<file path="src/periph_cfg_pkg.sv">
`default_nettype none

// Timing and sizing of the RNG FIFO and the SPI master
package periph_cfg_pkg;

    // ------------------------------
    // Random source and FIFO
    // ------------------------------
    localparam int FifoDepth      = 16;
    localparam int FifoPtrWidth   = $clog2(FifoDepth);
    localparam int FifoCountWidth = 9;  // Counters wrap at 512
    localparam int RngWidth       = 32;
    localparam int RngPeriod      = 8;  // Cycles between push attempts
    localparam int RngPeriodWidth = $clog2(RngPeriod + 1);

    // Galois LFSR, right shift
    localparam logic [RngWidth-1:0] LfsrSeed = 32'hACE1_ACE1;
    localparam logic [RngWidth-1:0] LfsrTaps = 32'h8020_0003;

    // ------------------------------
    // SPI master
    // ------------------------------
    localparam int SpiHalfPeriod = 2;   // Clock cycles per sclk phase
    localparam int SpiDivWidth   = $clog2(SpiHalfPeriod + 1);
    localparam int SpiBits       = 32;
    localparam int SpiBitWidth   = $clog2(SpiBits);

endpackage

`default_nettype wire

</file>
<file path="src/periph_map_pkg.sv">
`default_nettype none

// Register map and bus geometry of the GPIO block
package periph_map_pkg;

    // Bus geometry
    localparam int DataWidth = 32;
    localparam int AddrWidth = 32;
    localparam int LedWidth  = 8;

    // Register select field within the byte address
    localparam int RegSelLsb = 3;
    localparam int RegSelMsb = 5;

    typedef logic [RegSelMsb-RegSelLsb:0] reg_sel_t;

    localparam reg_sel_t RegLeds       = 3'd0; // W: LEDs, R: DIP switches
    localparam reg_sel_t RegRngData    = 3'd2; // R: FIFO head, W: pop
    localparam reg_sel_t RegRngStatus  = 3'd3;
    localparam reg_sel_t RegSpiReadout = 3'd4;
    localparam reg_sel_t RegSpiWrite   = 3'd5; // W: start transfer
    localparam reg_sel_t RegSpiStatus  = 3'd6;

    // Returned for every unmapped select
    localparam logic [DataWidth-1:0] ReadErrorCode = 32'hDEAD_BEEF;

endpackage

`default_nettype wire

</file>
<file path="src/gpio_periph_top.sv">
`timescale 1ns/1ns
`default_nettype none

module gpio_periph_top (
    input  logic                                 clk_i,
    input  logic                                 reset_i,
    input  logic                                 req_i,
    input  logic                                 we_i,
    input  logic [periph_map_pkg::AddrWidth-1:0] addr_i,
    input  logic [periph_map_pkg::DataWidth-1:0] wdata_i,
    input  logic [periph_map_pkg::LedWidth-1:0]  dip_switches_i,
    input  logic                                 spi_miso_i,
    output logic [periph_map_pkg::DataWidth-1:0] rdata_o,
    output logic [periph_map_pkg::LedWidth-1:0]  leds_o,
    output logic                                 spi_sclk_o,
    output logic                                 spi_csn_o,
    output logic                                 spi_mosi_o
);

    import periph_map_pkg::*;
    import periph_cfg_pkg::*;

    // RNG FIFO status
    logic                      rng_pop;
    logic [DataWidth-1:0]      rng_head;
    logic                      rng_full;
    logic                      rng_empty;
    logic                      rng_rderr;
    logic                      rng_wrerr;
    logic [FifoCountWidth-1:0] rng_rd_count;
    logic [FifoCountWidth-1:0] rng_wr_count;

    // SPI master
    logic                      spi_start;
    logic [DataWidth-1:0]      spi_start_data;
    logic                      spi_busy;
    logic                      spi_error;
    logic [DataWidth-1:0]      spi_readout;

    hwrng_fifo i_rng (
        .clk_i      ( clk_i        ),
        .reset_i    ( reset_i      ),
        .pop_i      ( rng_pop      ),
        .head_o     ( rng_head     ),
        .full_o     ( rng_full     ),
        .empty_o    ( rng_empty    ),
        .rderr_o    ( rng_rderr    ),
        .wrerr_o    ( rng_wrerr    ),
        .rd_count_o ( rng_rd_count ),
        .wr_count_o ( rng_wr_count )
    );

    spi_dword_master i_spi (
        .clk_i        ( clk_i          ),
        .reset_i      ( reset_i        ),
        .start_i      ( spi_start      ),
        .start_data_i ( spi_start_data ),
        .miso_i       ( spi_miso_i     ),
        .busy_o       ( spi_busy       ),
        .error_o      ( spi_error      ),
        .readout_o    ( spi_readout    ),
        .sclk_o       ( spi_sclk_o     ),
        .csn_o        ( spi_csn_o      ),
        .mosi_o       ( spi_mosi_o     )
    );

    periph_reg_bus i_reg_bus (
        .clk_i          ( clk_i          ),
        .reset_i        ( reset_i        ),
        .req_i          ( req_i          ),
        .we_i           ( we_i           ),
        .addr_i         ( addr_i         ),
        .wdata_i        ( wdata_i        ),
        .dip_switches_i ( dip_switches_i ),
        .rng_head_i     ( rng_head       ),
        .rng_full_i     ( rng_full       ),
        .rng_empty_i    ( rng_empty      ),
        .rng_rderr_i    ( rng_rderr      ),
        .rng_wrerr_i    ( rng_wrerr      ),
        .rng_rd_count_i ( rng_rd_count   ),
        .rng_wr_count_i ( rng_wr_count   ),
        .spi_busy_i     ( spi_busy       ),
        .spi_error_i    ( spi_error      ),
        .spi_readout_i  ( spi_readout    ),
        .rdata_o        ( rdata_o        ),
        .leds_o         ( leds_o         ),
        .pop_o          ( rng_pop        ),
        .start_o        ( spi_start      ),
        .start_data_o   ( spi_start_data )
    );

endmodule

`default_nettype wire

</file>
<file path="src/hwrng_fifo.sv">
`timescale 1ns/1ns
`default_nettype none

module hwrng_fifo (
    input  logic                                      clk_i,
    input  logic                                      reset_i,
    input  logic                                      pop_i,      // Drop head entry
    output logic [periph_cfg_pkg::RngWidth-1:0]       head_o,
    output logic                                      full_o,
    output logic                                      empty_o,
    output logic                                      rderr_o,    // Sticky
    output logic                                      wrerr_o,    // Sticky
    output logic [periph_cfg_pkg::FifoCountWidth-1:0] rd_count_o,
    output logic [periph_cfg_pkg::FifoCountWidth-1:0] wr_count_o
);

    import periph_cfg_pkg::*;

    // ------------------------------
    // Random source
    // ------------------------------
    logic [RngPeriodWidth-1:0] period_q;
    logic                      push_tick;
    logic [RngWidth-1:0]       lfsr_q;
    logic [RngWidth-1:0]       lfsr_next;

    // ------------------------------
    // FIFO state
    // ------------------------------
    logic [RngWidth-1:0]       mem_q [FifoDepth];
    logic [FifoPtrWidth-1:0]   wr_ptr_q;
    logic [FifoPtrWidth-1:0]   rd_ptr_q;
    logic [FifoPtrWidth:0]     fill_q;
    logic [FifoCountWidth-1:0] wr_count_q;
    logic [FifoCountWidth-1:0] rd_count_q;
    logic                      rderr_q;
    logic                      wrerr_q;
    logic                      full;
    logic                      empty;
    logic                      push_ok;
    logic                      pop_ok;

    assign push_tick = (period_q == RngPeriodWidth'(RngPeriod - 1));

    // Taps go in when the dropped bit is set
    assign lfsr_next = lfsr_q[0] ? ((lfsr_q >> 1) ^ LfsrTaps) : (lfsr_q >> 1);

    assign full    = (fill_q == (FifoPtrWidth + 1)'(FifoDepth));
    assign empty   = (fill_q == '0);
    assign push_ok = push_tick && !full;
    assign pop_ok  = pop_i && !empty;

    always_ff @(posedge clk_i)
    begin
        if (reset_i)
        begin
            period_q   <= '0;
            lfsr_q     <= LfsrSeed;
            wr_ptr_q   <= '0;
            rd_ptr_q   <= '0;
            fill_q     <= '0;
            wr_count_q <= '0;
            rd_count_q <= '0;
            rderr_q    <= 1'b0;
            wrerr_q    <= 1'b0;
        end
        else
        begin
            if (push_tick)
                period_q <= '0;
            else
                period_q <= period_q + 1'b1;

            // Generator only advances on an accepted push
            if (push_ok)
            begin
                lfsr_q     <= lfsr_next;
                wr_ptr_q   <= wr_ptr_q + 1'b1;
                wr_count_q <= wr_count_q + 1'b1;
            end

            if (pop_ok)
            begin
                rd_ptr_q   <= rd_ptr_q + 1'b1;
                rd_count_q <= rd_count_q + 1'b1;
            end

            case ({push_ok, pop_ok})
                2'b10:   fill_q <= fill_q + 1'b1;
                2'b01:   fill_q <= fill_q - 1'b1;
                default: ;
            endcase

            if (push_tick && full)
                wrerr_q <= 1'b1;   // Overflow, word dropped
            if (pop_i && empty)
                rderr_q <= 1'b1;   // Underflow
        end
    end

    // Storage
    always_ff @(posedge clk_i)
    begin
        if (push_ok)
            mem_q[wr_ptr_q] <= lfsr_q;
    end

    assign head_o     = mem_q[rd_ptr_q];
    assign full_o     = full;
    assign empty_o    = empty;
    assign rderr_o    = rderr_q;
    assign wrerr_o    = wrerr_q;
    assign rd_count_o = rd_count_q;
    assign wr_count_o = wr_count_q;

endmodule

`default_nettype wire

</file>
<file path="src/periph_reg_bus.sv">
`timescale 1ns/1ns
`default_nettype none

module periph_reg_bus (
    input  logic                                      clk_i,
    input  logic                                      reset_i,
    input  logic                                      req_i,
    input  logic                                      we_i,
    input  logic [periph_map_pkg::AddrWidth-1:0]      addr_i,
    input  logic [periph_map_pkg::DataWidth-1:0]      wdata_i,
    input  logic [periph_map_pkg::LedWidth-1:0]       dip_switches_i,
    // RNG FIFO
    input  logic [periph_map_pkg::DataWidth-1:0]      rng_head_i,
    input  logic                                      rng_full_i,
    input  logic                                      rng_empty_i,
    input  logic                                      rng_rderr_i,
    input  logic                                      rng_wrerr_i,
    input  logic [periph_cfg_pkg::FifoCountWidth-1:0] rng_rd_count_i,
    input  logic [periph_cfg_pkg::FifoCountWidth-1:0] rng_wr_count_i,
    // SPI master
    input  logic                                      spi_busy_i,
    input  logic                                      spi_error_i,
    input  logic [periph_map_pkg::DataWidth-1:0]      spi_readout_i,
    output logic [periph_map_pkg::DataWidth-1:0]      rdata_o,
    output logic [periph_map_pkg::LedWidth-1:0]       leds_o,
    output logic                                      pop_o,
    output logic                                      start_o,
    output logic [periph_map_pkg::DataWidth-1:0]      start_data_o
);

    import periph_map_pkg::*;

    reg_sel_t req_sel;
    reg_sel_t rd_sel_q;   // Select of the previous request
    logic     wr_req;

    assign req_sel = addr_i[RegSelMsb:RegSelLsb];
    assign wr_req  = req_i && we_i;

    // ------------------------------
    // Write decode
    // ------------------------------
    always_ff @(posedge clk_i)
    begin
        if (reset_i)
        begin
            rd_sel_q <= RegLeds;
            leds_o   <= '0;
            pop_o    <= 1'b0;
            start_o  <= 1'b0;
        end
        else
        begin
            pop_o   <= 1'b0;
            start_o <= 1'b0;
            if (req_i)
                rd_sel_q <= req_sel;
            if (wr_req)
            begin
                case (req_sel)
                    RegLeds:     leds_o  <= wdata_i[LedWidth-1:0];
                    RegRngData:  pop_o   <= 1'b1;
                    RegSpiWrite: start_o <= 1'b1;
                    default:     ;
                endcase
            end
        end
    end

    // Word handed to the SPI master with the start pulse
    always_ff @(posedge clk_i)
    begin
        if (wr_req && req_sel == RegSpiWrite)
            start_data_o <= wdata_i;
    end

    // ------------------------------
    // Read data, one cycle after request
    // ------------------------------
    always_comb
    begin
        rdata_o = ReadErrorCode;
        case (rd_sel_q)
            RegLeds:       rdata_o = DataWidth'(dip_switches_i);
            RegRngData:    rdata_o = rng_head_i;
            RegRngStatus:
            begin
                rdata_o     = '0;
                rdata_o[31] = rng_full_i;
                rdata_o[30] = rng_empty_i;
                rdata_o[29] = rng_rderr_i;
                rdata_o[28] = rng_wrerr_i;
                rdata_o[16 +: $bits(rng_rd_count_i)] = rng_rd_count_i;
                rdata_o[0 +: $bits(rng_wr_count_i)]  = rng_wr_count_i;
            end
            RegSpiReadout: rdata_o = spi_readout_i;
            RegSpiStatus:
            begin
                rdata_o    = '0;
                rdata_o[1] = spi_busy_i;
                rdata_o[0] = spi_error_i;
            end
            default:       ;
        endcase
    end

endmodule

`default_nettype wire

</file>
<file path="src/spi_dword_master.sv">
`timescale 1ns/1ns
`default_nettype none

// One 32-bit full-duplex transfer per start, SPI mode 0, MSB first
module spi_dword_master (
    input  logic                               clk_i,
    input  logic                               reset_i,
    input  logic                               start_i,
    input  logic [periph_cfg_pkg::SpiBits-1:0] start_data_i,
    input  logic                               miso_i,
    output logic                               busy_o,
    output logic                               error_o,
    output logic [periph_cfg_pkg::SpiBits-1:0] readout_o,
    output logic                               sclk_o,
    output logic                               csn_o,
    output logic                               mosi_o
);

    import periph_cfg_pkg::*;

    logic                   busy_q;
    logic                   error_q;
    logic                   sclk_q;
    logic                   mosi_q;
    logic [SpiDivWidth-1:0] div_q;
    logic [SpiBitWidth-1:0] bit_q;
    logic [SpiBits-1:0]     shift_q;
    logic [SpiBits-1:0]     readout_q;
    logic                   half_done;
    logic                   last_bit;
    logic                   accept;

    assign half_done = (div_q == SpiDivWidth'(SpiHalfPeriod - 1));
    assign last_bit  = (bit_q == SpiBitWidth'(SpiBits - 1));
    assign accept    = start_i && !busy_q;

    // ------------------------------
    // Sequencing
    // ------------------------------
    always_ff @(posedge clk_i)
    begin
        if (reset_i)
        begin
            busy_q  <= 1'b0;
            error_q <= 1'b0;
            sclk_q  <= 1'b0;
            mosi_q  <= 1'b0;
            div_q   <= '0;
            bit_q   <= '0;
        end
        else
        begin
            if (start_i && busy_q)
                error_q <= 1'b1;   // Start ignored mid-transfer

            if (accept)
            begin
                busy_q  <= 1'b1;
                error_q <= 1'b0;
                sclk_q  <= 1'b0;
                mosi_q  <= start_data_i[SpiBits-1];
                div_q   <= '0;
                bit_q   <= '0;
            end
            else if (busy_q && half_done)
            begin
                div_q  <= '0;
                sclk_q <= ~sclk_q;
                if (sclk_q)   // Falling edge, next bit onto mosi
                begin
                    if (last_bit)
                    begin
                        busy_q <= 1'b0;
                        mosi_q <= 1'b0;
                    end
                    else
                    begin
                        bit_q  <= bit_q + 1'b1;
                        mosi_q <= shift_q[SpiBits-1];
                    end
                end
            end
            else if (busy_q)
                div_q <= div_q + 1'b1;
        end
    end

    // ------------------------------
    // Data path
    // ------------------------------
    always_ff @(posedge clk_i)
    begin
        if (accept)
            shift_q <= start_data_i;
        else if (busy_q && half_done && !sclk_q)
            shift_q <= {shift_q[SpiBits-2:0], miso_i}; // Sample on rising sclk

        // Last falling edge, all miso bits are in
        if (busy_q && half_done && sclk_q && last_bit)
            readout_q <= shift_q;
    end

    assign busy_o    = busy_q;
    assign error_o   = error_q;
    assign readout_o = readout_q;
    assign sclk_o    = sclk_q;
    assign csn_o     = ~busy_q;
    assign mosi_o    = mosi_q;

endmodule

`default_nettype wire
</file>
<file path="config.mk">
export PLATFORM = sky130hd
export DESIGN_NAME = gpio_periph_top
export DESIGN_NICKNAME = d
export VERILOG_FILES = /design/src/periph_cfg_pkg.sv /design/src/periph_map_pkg.sv /design/src/gpio_periph_top.sv /design/src/hwrng_fifo.sv /design/src/periph_reg_bus.sv /design/src/spi_dword_master.sv
export SDC_FILE = /design/constraint.sdc
export NUM_CORES = 1
export LEC_CHECK = 0
export ABC_AREA = 0
export CAP_MARGIN = 20
export CORE_ASPECT_RATIO = 1.25
export CORE_MARGIN = 3
export CORE_UTILIZATION = 40
export DETAILED_ROUTE_END_ITERATION = 12
export DONT_BUFFER_PORTS = 1
export PLACE_DENSITY = 0.55
export REMOVE_ABC_BUFFERS = 1
export SLEW_MARGIN = 20
export SYNTH_ARGS = -nofsm -noshare
export SYNTH_HDL_FRONTEND = slang
export SYNTH_SLANG_ARGS = --single-unit
</file>
<file path="constraint.sdc">
create_clock -name clk_i -period 4.45 [get_ports clk_i]
set_input_delay 0.6675 -clock clk_i [delete_from_list [all_inputs] [get_ports clk_i]]
set_output_delay 0.6675 -clock clk_i [all_outputs]
set_load 0.01 [all_outputs]
</file>
==> reports/qor.tcl <==
set qor(outcome) {finished clean}
set qor(number_of_drc_markers_in_iteration_0) 1321
set qor(hold_ws_ns) 0.124
set qor(rsz0062_at_grt) {no}
set qor(initial_antenna_violation_count) 2
set qor(timing.clock.skew_ns) 0.0294
set qor(synthesis.instances) 1542
set qor(worst_ep_arrival_time_ns) 3.17
set qor(required_time_at_the_worst_slack_endpoint_ns) 3.78
set qor(initial_utilization) 0.405
set qor(synth_edf_count) 608
set qor(clock_transition_time_at_the_flip_flop_clock_pins_of_the_worst_setup_and_hold_paths_ns) 0.06
set qor(reg2reg_depth) 10
set qor(vdd_drop_max_mv) 0.268
set qor(die_x_um) 239
set qor(detailedPlacementHpwl_mm) 40.3
set qor(critical_path.max_fanout) 16
set qor(power_density_mw_per_mm2) 434
set qor(die_h_um) 297
set qor(p_total_mw) 13.5
set qor(ctsHoldBuffers) 0
set qor(async_reset_ff_frac) 0
set qor(timing.rr.end) {i_rng.fill_q[2]}
set qor(gp_congestion) 0.763
set qor(synthDistinctLibCells) 51
set qor(drc) 0
set qor(timing.hold.worst_endpoint) {i_reg_bus.start_o}
set qor(timing.max_cap.violations) 0
set qor(max_slew.worst_pin.slew_ns) 1.13
set qor(final_net_count) 1678
set qor(post_synthesis_instance_area_mm2) 0.0272
set qor(h_tree_lvls) 3
set qor(yosys_register_bits) 705
set qor(netlist_top_cells_count) {sky130_fd_sc_hd__edfxtp_1 (608), sky130_fd_sc_hd__nand2_1 (183), sky130_fd_sc_hd__mux4_2 (128), sky130_fd_sc_hd__dfxtp_1 (97), sky130_fd_sc_hd__nor2_1 (83)}
set qor(fmax_achieved_ghz) 0.261
set qor(n_fill_cell) 5730
set qor(power.static_leakage_nw) 10.4
set qor(gr-total-overflow) 0
set qor(hold-path-cell-count) 1
set qor(post-synth-top-count-cell) {sky130_fd_sc_hd__edfxtp_1}
set qor(clk-insertion-delay-late_ns) 0.61
set qor(crit_type) {flop to output pin}
set qor(min-delay-path-class) {input pin to flop}
set qor(finalHoldViolations) 0
set qor(num_rows) 106
set qor(synth-seq-area-share) 0.743
set qor(vias_in_the_first_global_route) 14500
set qor(critPathLaunchType) {flop}
set qor(max_slew_margin) 0.246
set qor(clkSinkCount) 705
set qor(synth_largest_area_cell) {sky130_fd_sc_hd__edfxtp_1}
set qor(timing.final.crit_period_ns) 3.84
set qor(detail_route.wirelength_mm) 66.7
set qor(postCtsSetupRepairBufs) 0
set qor(clock_tree_from_tritoncts) {yes}
set qor(yosys_synthesis_warning_count) 0
set qor(dr_total_vias) 14100
set qor(finalCritPeriodShare) 0.862
set qor(hold_path_startpoint) {addr_i[4]}
set qor(cts_repair_resize_count) 0
set qor(r2r_setup_slack_ns) 1.17
set qor(post_route_cells_drive_above_1_share) 0.202
set qor(routed_via_density) 5.60
set qor(drtPass1Iterations) 5
set qor(port-buffer-count) 0
set qor(wire_per_inst_um) 26.6
set qor(cts_root_buf) {sky130_fd_sc_hd__clkbuf_16}
set qor(end_kind) {output pin}
set qor(cts_inserted_buffers) 74
set qor(core_mm2) 0.0671
set qor(setup_violations) 0
set qor(synth_area_per_cell_um2) 17.6
set qor(r2r_start) {i_rng.fill_q[1]}
set qor(areaGrowthSynthToFinish_pct) 14.3
set qor(dominantRegCellSynth) {sky130_fd_sc_hd__edfxtp_1}
set qor(design.die.area_mm2) 0.0711
set qor(post_synth_main_area_contributors) {sky130_fd_sc_hd__edfxtp_1 (67%), sky130_fd_sc_hd__mux4_2 (11%), sky130_fd_sc_hd__dfxtp_1 (7.1%)}
set qor(grt_first_pass_wirelength_mm) 98.2
set qor(final_antenna_net_count) 0
set qor(slew_viol_final) 0
set qor(grt_start_max_net_pins) 73
set qor(clk_path_buf_depth) 3
set qor(yosys_top_cell_area_share) 0.672
set qor(groute.usage.overall) 0.190
set qor(design.portCount) 120
layout make-up:
type,count,area (µm²),area share
inverter,10,37.5,0.00121
sequential,705,20200,0.651
clock buffer,98,2050,0.0659
tap,864,1080,0.0348
multi-input combinational,741,6700,0.216
clock inverter,36,364,0.0117
antenna,1,2.50,0.0000806
timing repair buffer,56,608,0.0196
metal layers:
metal  GRT usage  routed length [µm]  vias up
met4      0.0529                1350        2
met3      0.0382                4230       87
met5           0                   7        -
met1       0.249               27300     7401
met2       0.323               33800      425
li1            -                   -     6143
sequential cells by signal, summed over array words and instances (netlist names), named ones only:
register                count
i_rng.rd_count_o            9
i_reg_bus.leds_o            8
i_reg_bus.rd_sel_q          3
i_rng.mem_q               512
i_rng.rd_ptr_q              4
i_spi.error_o               1
i_rng.wr_count_o            9
i_reg_bus.start_o           1
i_rng.wr_ptr_q              4
i_rng.rderr_o               1
i_spi.bit_q                 5
i_rng.period_q              4
i_spi.sclk_o                1
i_rng.lfsr_q               32
i_spi.mosi_o                1
i_spi.div_q                 2
i_rng.fill_q                5
i_spi.busy_o                1
i_rng.wrerr_o               1
i_reg_bus.pop_o             1
i_reg_bus.start_data_o     32
i_spi.readout_o            32
i_spi.shift_q              32
cells by family after synthesis:
kind of cell | Yosys count | synth area share
AOI/OAI and AO/OA | 144 | 0.0353
xor gates and xnor gates | 32 | 0.0103
DFF | 705 | 0.743
and+or+nand+nor | 348 | 0.0548
muxes | 204 | 0.135
buffers and inverters | 96 | 0.0158
adders and majority gates | 13 | 0.00598
worst max-delay path: stages, from the launching register on:
cell                       delay (ns)
sky130_fd_sc_hd__dfxtp_2         0.48
sky130_fd_sc_hd__nand2b_1        0.29
sky130_fd_sc_hd__or3_1           0.90
sky130_fd_sc_hd__o22ai_1         0.43
sky130_fd_sc_hd__a221o_1         0.44
per-stage QoR:
stage	worst slack [ns]	instances	util	cell area, µm²	TNS (ns)
after floorplan	-2.83	1456	-	26800	-375.89
after detailed placement	1.20	2376	0.427	28600	0
final	0.613	2511	0.463	31100	0
after global placement	1.18	2376	0.427	28600	0
after global routing	0.508	2510	0.463	31100	0
after CTS	0.601	2510	0.463	31100	0
worst max-delay path by stage:
stage / startpoint / end / slack [ns] / cells past startpoint
floorplan: flop / rdata_o[11] / -2.83 / 4
global placement: i_rng.fill_q[1] / i_rng.fill_q[2] / 1.18 / 10
detailed placement: i_rng.fill_q[1] / i_rng.fill_q[2] / 1.20 / 10
CTS: flop / rdata_o[8] / 0.60 / 4
global route: flop / rdata_o[15] / 0.51 / 5
finish: i_reg_bus.rd_sel_q[2] / rdata_o[4] / 0.61 / 4
power breakdown:
part | total (mW) | internal [mW] | switching [mW] | leakage [nW]
Sequential | 7.13 | 7.10 | 0.0234 | 6.93
Clock | 6.15 | 3.65 | 2.50 | 1.18
Combinational | 0.213 | 0.0692 | 0.144 | 2.33
layout by cell type (no fill, tap or decap), types with 7 or more instances in the layout:
cell type                     n
sky130_fd_sc_hd__nor2_4      13
sky130_fd_sc_hd__nand2_1    183
sky130_fd_sc_hd__xor2_1      22
sky130_fd_sc_hd__bufinv_16    7
sky130_fd_sc_hd__o21ai_0     35
sky130_fd_sc_hd__nand3_1     22
sky130_fd_sc_hd__a221oi_1    15
sky130_fd_sc_hd__mux2_2      11
sky130_fd_sc_hd__and3_1       7
sky130_fd_sc_hd__a21oi_1     38
sky130_fd_sc_hd__ha_1        13
sky130_fd_sc_hd__nor3_1       9
sky130_fd_sc_hd__buf_4       41
sky130_fd_sc_hd__mux4_2     128
sky130_fd_sc_hd__nor2_1      70
sky130_fd_sc_hd__a22o_1      11
sky130_fd_sc_hd__clkbuf_1    18
sky130_fd_sc_hd__nand4_1     14
sky130_fd_sc_hd__buf_12      15
sky130_fd_sc_hd__o221ai_1     7
sky130_fd_sc_hd__clkinv_1    13
sky130_fd_sc_hd__inv_1        8
sky130_fd_sc_hd__clkinv_2    10
sky130_fd_sc_hd__xnor2_1     10
sky130_fd_sc_hd__mux2i_1     65
sky130_fd_sc_hd__clkbuf_16   78
sky130_fd_sc_hd__edfxtp_1   608
sky130_fd_sc_hd__dfxtp_1     93
No activity file was read; power rests on OpenSTA's default activity.
